`config.mk`:
```
export PLATFORM = sky130hd
export DESIGN_NAME = vmicro16_top
export DESIGN_NICKNAME = d
export VERILOG_FILES = /design/src/design/vmicro16_pkg.sv /design/src/design/vmicro16_alu.sv /design/src/design/vmicro16_decoder.sv /design/src/design/vmicro16_regfile.sv /design/src/design/vmicro16_fetch.sv /design/src/design/vmicro16_execute.sv /design/src/design/vmicro16_top.sv
export SDC_FILE = /design/constraint.sdc
export NUM_CORES = 2
export LEC_CHECK = 0
export ABC_AREA = 1
export BUFFER_PORTS_ARGS = -buffer_cell sky130_fd_sc_hd__buf_2
export CORE_MARGIN = 4
export CORE_UTILIZATION = 40
export CTS_BUF_LIST = sky130_fd_sc_hd__clkbuf_8
export DETAILED_ROUTE_END_ITERATION = 16
export SLEW_MARGIN = 20
export SYNTH_ARGS = -nofsm -noshare
export SYNTH_HDL_FRONTEND = slang
export SYNTH_SLANG_ARGS = --single-unit
```
`constraint.sdc`:
```
create_clock -name clk -period 8.65 [get_ports clk]
set_clock_uncertainty 0.05 [all_clocks]
set_input_delay 1.73 -clock clk [delete_from_list [all_inputs] [get_ports clk]]
set_output_delay 1.73 -clock clk [all_outputs]
set_load 0.005 [all_outputs]
```
`src/design/vmicro16_pkg.sv`:
```
/* vmicro16 shared definitions
   word types, memory sizes, ISA encodings, ALU operations and core records */
package vmicro16_pkg;

    // widths that carry a meaning
    typedef logic [15:0] data_t;
    typedef logic [15:0] instr_t;
    typedef logic [2:0]  reg_sel_t;
    typedef logic [5:0]  pc_t;
    typedef logic [5:0]  scratch_addr_t;
    typedef logic [4:0]  funct_t;

    localparam int INSTR_DEPTH   = 64;
    localparam int SCRATCH_DEPTH = 64;
    localparam int NUM_REGS      = 8;

    // major opcode in instr[15:11]
    typedef enum logic [4:0] {
        OP_NOP     = 5'h00,
        OP_LW      = 5'h01,
        OP_SW      = 5'h02,
        OP_BIT     = 5'h03,
        OP_MOV     = 5'h04,
        OP_MOVI    = 5'h05,
        OP_ARITH_U = 5'h07,
        OP_ARITH_S = 5'h08,
        OP_HALT    = 5'h0f
    } opcode_t;

    // function codes share instr[4:0] with simm5
    localparam funct_t FN_OR    = 5'h00;
    localparam funct_t FN_XOR   = 5'h01;
    localparam funct_t FN_AND   = 5'h02;
    localparam funct_t FN_NOT   = 5'h03;
    localparam funct_t FN_LSHFT = 5'h04;
    localparam funct_t FN_RSHFT = 5'h05;
    // add and sub are common to ARITH_U and ARITH_S
    localparam funct_t FN_ADD   = 5'b11111;
    localparam funct_t FN_SUB   = 5'b10000;

    typedef enum logic [4:0] {
        ALU_NOP    = 5'd0,
        ALU_PASS_B = 5'd1,
        ALU_OR     = 5'd2,
        ALU_XOR    = 5'd3,
        ALU_AND    = 5'd4,
        ALU_NOT    = 5'd5,
        ALU_SHL    = 5'd6,
        ALU_SHR    = 5'd7,
        ALU_UADD   = 5'd8,
        ALU_USUB   = 5'd9,
        ALU_SADD   = 5'd10,
        ALU_SSUB   = 5'd11
    } alu_op_t;

    // multicycle sequencer
    typedef enum logic [2:0] {
        ST_FETCH   = 3'd0,
        ST_DECODE  = 3'd1,
        ST_EXEC    = 3'd2,
        ST_MEM     = 3'd3,
        ST_WB      = 3'd4,
        ST_HALTED  = 3'd5
    } stage_t;

    typedef struct packed {
        alu_op_t    alu_op;
        reg_sel_t   rd;
        reg_sel_t   ra;
        logic [7:0] imm8;
        logic [4:0] simm5;
        logic       has_imm8;
        logic       has_we;
        logic       has_mem;
        logic       has_mem_we;
        logic       halt;
    } decoded_t;

    typedef struct packed {
        reg_sel_t idx;
        data_t    data;
    } wb_t;

endpackage

```
`src/design/vmicro16_alu.sv`:
```
/* vmicro16 ALU
   combinational bitwise, shift and add/subtract unit */
`timescale 1ns/1ps

module vmicro16_alu (
    input  vmicro16_pkg::alu_op_t op,
    input  vmicro16_pkg::data_t   a,
    input  vmicro16_pkg::data_t   b,
    output vmicro16_pkg::data_t   c
);
    import vmicro16_pkg::*;

    always_comb begin
        case (op)
            ALU_PASS_B: c = b;
            ALU_OR:     c = a | b;
            ALU_XOR:    c = a ^ b;
            ALU_AND:    c = a & b;
            // not works on the second operand only
            ALU_NOT:    c = ~b;
            ALU_SHL:    c = a << b;
            ALU_SHR:    c = a >> b;
            ALU_UADD:   c = a + b;
            ALU_USUB:   c = a - b;
            // signed forms wrap the same way at 16 bits
            ALU_SADD:   c = data_t'($signed(a) + $signed(b));
            ALU_SSUB:   c = data_t'($signed(a) - $signed(b));
            default:    c = '0;
        endcase
    end

endmodule

```
`src/design/vmicro16_decoder.sv`:
```
/* vmicro16 instruction decoder
   splits an instruction word into fields and control flags */
`timescale 1ns/1ps

module vmicro16_decoder (
    input  vmicro16_pkg::instr_t   instr,
    output vmicro16_pkg::decoded_t dec
);
    import vmicro16_pkg::*;

    opcode_t opcode;
    funct_t  funct;
    alu_op_t alu_op;

    assign opcode = opcode_t'(instr[15:11]);
    assign funct  = instr[4:0];

    // operation select, unknown function codes fall back to nop
    always_comb begin
        alu_op = ALU_NOP;
        case (opcode)
            OP_MOV, OP_MOVI: alu_op = ALU_PASS_B;
            OP_BIT: begin
                case (funct)
                    FN_OR:    alu_op = ALU_OR;
                    FN_XOR:   alu_op = ALU_XOR;
                    FN_AND:   alu_op = ALU_AND;
                    FN_NOT:   alu_op = ALU_NOT;
                    FN_LSHFT: alu_op = ALU_SHL;
                    FN_RSHFT: alu_op = ALU_SHR;
                    default:  alu_op = ALU_NOP;
                endcase
            end
            OP_ARITH_U: begin
                if (funct == FN_ADD) begin
                    alu_op = ALU_UADD;
                end else if (funct == FN_SUB) begin
                    alu_op = ALU_USUB;
                end
            end
            OP_ARITH_S: begin
                if (funct == FN_ADD) begin
                    alu_op = ALU_SADD;
                end else if (funct == FN_SUB) begin
                    alu_op = ALU_SSUB;
                end
            end
            default: alu_op = ALU_NOP;
        endcase
    end

    always_comb begin
        dec            = '0;
        dec.alu_op     = alu_op;
        dec.rd         = instr[10:8];
        dec.ra         = instr[7:5];
        dec.imm8       = instr[7:0];
        dec.simm5      = instr[4:0];
        dec.has_imm8   = (opcode == OP_MOVI);
        dec.has_mem    = (opcode == OP_LW) || (opcode == OP_SW);
        dec.has_mem_we = (opcode == OP_SW);
        dec.halt       = (opcode == OP_HALT);
        case (opcode)
            OP_MOV, OP_MOVI, OP_LW:            dec.has_we = 1'b1;
            // ALU groups write only for a known function code
            OP_BIT, OP_ARITH_U, OP_ARITH_S:    dec.has_we = (alu_op != ALU_NOP);
            default:                           dec.has_we = 1'b0;
        endcase
    end

endmodule

```
`src/design/vmicro16_regfile.sv`:
```
/* vmicro16 register file
   eight 16-bit registers, two asynchronous read ports and one write port */
`timescale 1ns/1ps

module vmicro16_regfile (
    input  logic                   clk,
    input  logic                   reset,
    input  vmicro16_pkg::reg_sel_t rs1,
    input  vmicro16_pkg::reg_sel_t rs2,
    output vmicro16_pkg::data_t    rd1,
    output vmicro16_pkg::data_t    rd2,
    input  logic                   wb_valid,
    input  vmicro16_pkg::wb_t      wb
);
    import vmicro16_pkg::*;

    data_t regs [NUM_REGS];

    // each register comes out of reset holding its own index
    always_ff @(posedge clk) begin
        if (reset) begin
            for (int i = 0; i < NUM_REGS; i++) begin
                regs[i] <= data_t'(i);
            end
        end else if (wb_valid) begin
            regs[wb.idx] <= wb.data;
        end
    end

    assign rd1 = regs[rs1];
    assign rd2 = regs[rs2];

endmodule

```
`src/design/vmicro16_fetch.sv`:
```
/* vmicro16 fetch and sequence unit
   program counter, instruction memory, instruction register and stage FSM */
`timescale 1ns/1ps

module vmicro16_fetch (
    input  logic                  clk,
    input  logic                  reset,
    input  logic                  prog_we,
    input  vmicro16_pkg::pc_t     prog_addr,
    input  vmicro16_pkg::instr_t  prog_data,
    output vmicro16_pkg::stage_t  stage,
    output vmicro16_pkg::decoded_t dec,
    output logic                  halted
);
    import vmicro16_pkg::*;

    instr_t imem [INSTR_DEPTH];
    instr_t imem_q;
    instr_t ir;
    pc_t    pc;

    // program load port and registered read at pc
    always_ff @(posedge clk) begin
        if (prog_we) begin
            imem[prog_addr] <= prog_data;
        end
        if (stage == ST_FETCH) begin
            imem_q <= imem[pc];
        end
    end

    // instruction register and pc advance together in decode
    always_ff @(posedge clk) begin
        if (reset) begin
            pc <= '0;
            ir <= '0;
        end else if (stage == ST_DECODE) begin
            ir <= imem_q;
            pc <= pc + 1'b1;
        end
    end

    // stage sequencer
    always_ff @(posedge clk) begin
        if (reset) begin
            stage <= ST_FETCH;
        end else begin
            case (stage)
                ST_FETCH:  stage <= ST_DECODE;
                ST_DECODE: stage <= ST_EXEC;
                ST_EXEC: begin
                    if (dec.halt) begin
                        stage <= ST_HALTED;
                    end else if (dec.has_mem) begin
                        stage <= ST_MEM;
                    end else begin
                        stage <= ST_FETCH;
                    end
                end
                ST_MEM:    stage <= ST_WB;
                ST_WB:     stage <= ST_FETCH;
                // only reset leaves the halted state
                ST_HALTED: stage <= ST_HALTED;
                default:   stage <= ST_FETCH;
            endcase
        end
    end

    assign halted = (stage == ST_HALTED);

    vmicro16_decoder u_decoder (
        .instr (ir),
        .dec   (dec)
    );

endmodule

```
`src/design/vmicro16_execute.sv`:
```
/* vmicro16 execute unit
   operand select, ALU, scratch data memory and write-back select */
`timescale 1ns/1ps

module vmicro16_execute (
    input  logic                   clk,
    input  vmicro16_pkg::stage_t   stage,
    input  vmicro16_pkg::decoded_t dec,
    output vmicro16_pkg::reg_sel_t rs1,
    output vmicro16_pkg::reg_sel_t rs2,
    input  vmicro16_pkg::data_t    rd1,
    input  vmicro16_pkg::data_t    rd2,
    output logic                   wb_valid,
    output vmicro16_pkg::wb_t      wb
);
    import vmicro16_pkg::*;

    data_t         op_b;
    data_t         alu_c;
    data_t         scratch [SCRATCH_DEPTH];
    data_t         load_q;
    scratch_addr_t mem_addr;
    logic          mem_access;

    // rd is the first operand and the store source, ra the second
    assign rs1 = dec.rd;
    assign rs2 = dec.ra;

    assign op_b = dec.has_imm8 ? {8'h00, dec.imm8} : rd2;

    vmicro16_alu u_alu (
        .op (dec.alu_op),
        .a  (rd1),
        .b  (op_b),
        .c  (alu_c)
    );

    // ra plus simm5, kept to the 6-bit scratch range
    assign mem_addr   = rd2[5:0] + {1'b0, dec.simm5};
    assign mem_access = (stage == ST_MEM) && dec.has_mem;

    // write-first scratch memory, a load result is held through ST_WB
    always_ff @(posedge clk) begin
        if (mem_access) begin
            if (dec.has_mem_we) begin
                scratch[mem_addr] <= rd1;
                load_q            <= rd1;
            end else begin
                load_q <= scratch[mem_addr];
            end
        end
    end

    // register ops commit in ST_EXEC, loads in ST_WB
    always_comb begin
        if (dec.has_mem) begin
            wb_valid = dec.has_we && (stage == ST_WB);
        end else begin
            wb_valid = dec.has_we && (stage == ST_EXEC);
        end
    end

    assign wb.idx  = dec.rd;
    assign wb.data = dec.has_mem ? load_q : alu_c;

endmodule

```
`src/design/vmicro16_top.sv`:
```
/* vmicro16 core top level
   joins the fetch sequencer, register file and execute unit */
`timescale 1ns/1ps

module vmicro16_top (
    input  logic                 clk,
    input  logic                 reset,
    input  logic                 prog_we,
    input  vmicro16_pkg::pc_t    prog_addr,
    input  vmicro16_pkg::instr_t prog_data,
    output logic                 wb_valid,
    output vmicro16_pkg::wb_t    wb,
    output logic                 halted
);
    import vmicro16_pkg::*;

    stage_t   stage;
    decoded_t dec;
    reg_sel_t rs1;
    reg_sel_t rs2;
    data_t    rd1;
    data_t    rd2;

    vmicro16_fetch u_fetch (
        .clk       (clk),
        .reset     (reset),
        .prog_we   (prog_we),
        .prog_addr (prog_addr),
        .prog_data (prog_data),
        .stage     (stage),
        .dec       (dec),
        .halted    (halted)
    );

    vmicro16_regfile u_regfile (
        .clk      (clk),
        .reset    (reset),
        .rs1      (rs1),
        .rs2      (rs2),
        .rd1      (rd1),
        .rd2      (rd2),
        .wb_valid (wb_valid),
        .wb       (wb)
    );

    vmicro16_execute u_execute (
        .clk      (clk),
        .stage    (stage),
        .dec      (dec),
        .rs1      (rs1),
        .rs2      (rs2),
        .rd1      (rd1),
        .rd2      (rd2),
        .wb_valid (wb_valid),
        .wb       (wb)
    );

endmodule

```
# After elaboration in Yosys (flattened, before gate mapping)
# Memories as Yosys holds them, arrays and structs flattened. A register that Yosys moved wholly into a read port is not among the register bits.
# Index checks and enable logic that the tools add are counted.
# word_totals
reg_bits,25
latch_bits,0
ramBits,2176
rom_bits,0
inputBits,25
output_inout_bits,21
word_cells,91
n_memories,3
# mem_list
memory,words,width,rd,rd_clocked_by_memory_dff,wr,line_no,text
u_execute.scratch,64,16,1,1,1,vmicro16_execute.sv:20,data_t scratch [SCRATCH_DEPTH];
u_fetch.imem,64,16,1,1,1,vmicro16_fetch.sv:17,instr_t imem [INSTR_DEPTH];
u_regfile.regs,8,16,2,2,8,vmicro16_regfile.sv:17,data_t regs [NUM_REGS];
# classes
n_addsub,6
mul,0
div_mod_pow,0
order_cmp,0
eq_ne,31
n_shift,2
mux,31
bitwise,4
reduce_logical,11
# op_table
op,count
$pmux W16 S11,1
$mux W16,3
$add A16 B16 Y16,2
$sub A16 B16 Y16,2
$eq A5 B3 Y1 const B,5
$eq A5 B2 Y1 const B,4
$mux W3,6
$pmux W3 S6,1
$and A16 B16 Y16,1
$eq A4 B3 Y1 const B,4
$eq A4 B4 Y1 const B,4
$mux W4,4
$not A16 Y16,1
$or A16 B16 Y16,1
$pmux W4 S4,1
$reduce_or A16 Y1,1
$shl A16 B16 Y16,1
$shr A16 B16 Y16,1
$xor A16 B16 Y16,1
$pmux W3 S5,1
$mux W1,12
$eq A5 B1 Y1 const B,2
$eq A5 B4 Y1 const B,2
$eq A5 B5 Y1 const B,2
other kinds (16),22

# Longest topological paths before layout
# depth
depth_word,13
depth_mapped,36
mapped_depth_nobuf,32

# By module
# A second synthesis with hierarchy kept.
# unflattened
hier_cells,10489
hier_area_um2,101851.4
# modules_own_cells
mod,instances,cells_per_inst,area_each_um2,seq_area_each_um2
vmicro16_execute,1,4427,44592.8,31230.0
vmicro16_fetch,1,4012,44243.7,31730.4
vmicro16_regfile,1,1037,7674.9,3843.7
vmicro16_alu,1,933,4908.5,0.0
vmicro16_decoder,1,80,431.7,0.0

# Worst setup path after synthesis
# OpenSTA, ideal clock, no wires.
# synth_path
kind,register -> output
startpoint,register with a tool-made name
endpoint,output wb[13] in the netlist's numbering
t_arrival_ns,5.688
t_required_ns,6.870
slack_ns,1.182
stages_incl_launch_ff,25
path_buffers,2
cell_sequence,dfxtp_1 > buf_2 > inv_1 > clkbuf_1 > a21oi_1 > o21ai_0 > nand2_1 > inv_1 > o21ai_0 > ha_1 > a21oi_1 > o21ai_0 > inv_1 > nand3_1 > nand2_1 > nand2_1 > nand2_1 > inv_1 > nor2_1 > xor2_1 > nor2_1 > nor3_1 > nand2_1 > inv_2 > nand4_4
# synth_rtl
item,line_no,text
"end, declared",vmicro16_top.sv:12,"output vmicro16_pkg::wb_t wb,"

==> out/results.ini <==
[run_status]
status=finished clean

[global_route]
grt_overflow=0
first_global_vias=59100
grt_use_total=0.233
antenna_found_initial=17
grt_pass1_wl_mm=413
grt_max_degree=148

[timing]
rsz0062_at_grt=no
period_minus_slack_ps=8180
hold_violations=0
fmax_ghz=0.122
slew_headroom=0.221
tightest_slew_ps=1170
finalSetupTns_ps=0
holdWs_ps=441
drv_slew=0
setup_viol=0
fin_ws_ps=473
fin_crit_sh=0.945

[power_and_ir_drop]
p_per_area_mw_per_mm2=271
p_leak_nw=35.9
power_frac_seq=0.448
clkPwrFrac=0.297
p_sw_frac=0.339
peakVddDrop_uv=185
intPower_mw=18.5
p_sw_mw=9.52
p_comb_frac=0.255
total_power_mw=28.1

[clock_tree]
clock_path_buffers=4
root_buffer=clkbuf_8
insertion_delay_ps=1060
cts_made_buffers=366
cts_tree=yes
clk_pin_slew_worst_paths_ps=70
clock_sinks=2239
ctsHtreeMaxLevel=5

[cells_and_area]
final_core_util=0.450
layout.nets=7734
area_growth_pct=11.8
stdcell_count=10900
drive_gt1_frac=0.115
fin_area_sq_mm=0.104

[floorplan]
row_count=176
dieArea_sq_mm=0.240
fp.dieW_um=490
start_util=0.403
ios=46
die_h_um=490
design.core.area_sq_mm=0.230

[setup_path]
required_ps=6870
cp.arrival_ps=6400
cp-end-kind=output pin
startpoint_type=flop
path_class=reg2out
cp_max_fo=33

[placement]
io_buffers=45
place_ws_ps=1260
gp_congestion=0.950
dp_hpwl_mm=168
post_dp_cell_area_sq_mm=0.0972
dp_cells=10300

[routing]
dr.first_iter.drc_count=7348
vias=62500
dr.pass1.iters=6
post_drt_wl_per_cell_um=26.2
detail-route-antenna-nets=0
drcViolationCount=0
viasPerCell=5.72
wl_mm=287

[logic_synthesis]
yosysWarnings=0
synth_edf_count=2208
synth-seq-cells=2239
syn-num-nets=7488
postSynth.asyncResetShare=0
ys_seq_area_frac=0.721
avgSynthCellArea_sq_um=12.6
synth-main-ff-cell=edfxtp_1
ys_types=71
mappedNetlistArea_sq_mm=0.0928
synthCells=7386

[flow_run]
cap_viol_max_count=0

[worst_hold_path]
worstHoldPathType=reg2reg

==> area by class of cell <==
class / instances / area, sq um
sequential: 2239 / 66900
multi-input combinational: 4268 / 22500
clock inverter: 249 / 1200
antenna: 4 / 10.0
tap: 3026 / 3790
timing repair buffer: 308 / 2340
inverter: 449 / 1730
clock buffer: 377 / 5190
fill: 20800 / 127000
==> what timing repair did <==
action                                  CTS  global route
hold buffers                              0             0
buffers inserted                          0            12
gates resized for setup                   0             7
endpoints found under the setup margin    0             6
hold endpoints to repair                  0             0
==> per-layer routing <==
metal,up-vias,GRT usage,share of wire
met3,557,0.0388,0.078
met4,8,0.0977,0.042
met2,2826,0.371,0.47
li1,27800,-,-
met5,-,0,0.00019
met1,31300,0.318,0.41
==> path summary, 6_finish.rpt <==
kind         slack [ps]              start                  end  cells past startpoint
min                 440  u_fetch.imem_q[3]        u_fetch.ir[3]                      2
max reg2reg        2320               flop  u_execute.load_q[7]                     21
min reg2reg         440  u_fetch.imem_q[3]        u_fetch.ir[3]                      2
max                 470               flop               wb[12]                     27
==> kinds of logic (layout without fill, tap and decap cells) <==
family,count (synthesis),count (layout),synth area share
buf+inv,879,1383,0.0376
xor+xnor,16,16,0.00151
flops,2239,2239,0.721
compound gates,1743,1743,0.117
simple gates,2432,2432,0.112
other cells,0,4,0
fa+ha+maj,77,77,0.0106
==> power by group through the flow <==
| stage | Sequential [mW] | Combinational [mW] | Clock, mW |
|---|---|---|---|
| 6_report | 12.6 | 7.17 | 8.33 |
| 5_1_grt | 12.6 | 7.67 | 8.99 |
| 4_1_cts | 12.6 | 7.11 | 8.47 |
| 3_5_place_dp | 12.8 | 7.10 | 0 |
| 3_3_place_gp | 12.8 | 7.04 | 0 |
| 2_1_floorplan | 12.8 | 4.10 | 0 |
==> state kept, by name (all words and copies together) (netlist names), named ones only <==
name / count
u_execute.scratch: 1024
u_fetch.imem: 1024
u_regfile.regs: 128
u_execute.load_q: 16
u_fetch.imem_q: 16
u_fetch.ir: 16
u_fetch.pc: 6
u_fetch.stage: 3
==> placed cells by master, fill, tap and decap left out, types with 211 or more instances in the layout <==
cell / instances
inv_1: 533
o21ai_0: 694
nand2_1: 1056
nand3_1: 245
a21oi_1: 211
clkbuf_8: 377
a22oi_1: 234
edfxtp_1: 2208
buf_4: 251
nor2_1: 847
==> Yosys cell counts (35+ instances only) <==
library cell | n | area share
a31oi_1 | 67 | 0.0045
a21oi_1 | 211 | 0.011
nand3_1 | 245 | 0.013
inv_1 | 409 | 0.017
a41oi_1 | 35 | 0.0033
a22oi_1 | 234 | 0.019
o211ai_1 | 35 | 0.0028
ha_1 | 74 | 0.010
nor2_1 | 855 | 0.035
o21ai_0 | 697 | 0.038
nor3_1 | 44 | 0.0024
o221ai_1 | 99 | 0.0093
edfxtp_1 | 2208 | 0.71
clkbuf_1 | 345 | 0.014
nand4_1 | 114 | 0.0077
a22o_1 | 54 | 0.0051
nand2_1 | 1058 | 0.043
a221oi_1 | 83 | 0.0078
o22ai_1 | 163 | 0.011
==> critical path, stage by stage, from the launching register on <==
cell	delay, ps
dfxtp_2	520
buf_4	440
nor2_1	90
nand2_1	70
nand3_1	80
nand2_1	180
nand2_1	90
nand2_2	130
buf_4	300
inv_2	60
ha_1	290
fa_1	470
inv_1	100
nand3_1	70
nand2_1	90
nand2_1	80
o21ai_0	340
nand2_1	130
a21oi_1	230
nand3_1	150
nand2_1	110
a21boi_0	100
or2_2	280
nand3_1	140
nand2_1	80
nor2_1	140
nand3_2	300
buf_2	270
Power figures use the tool's default switching activity.
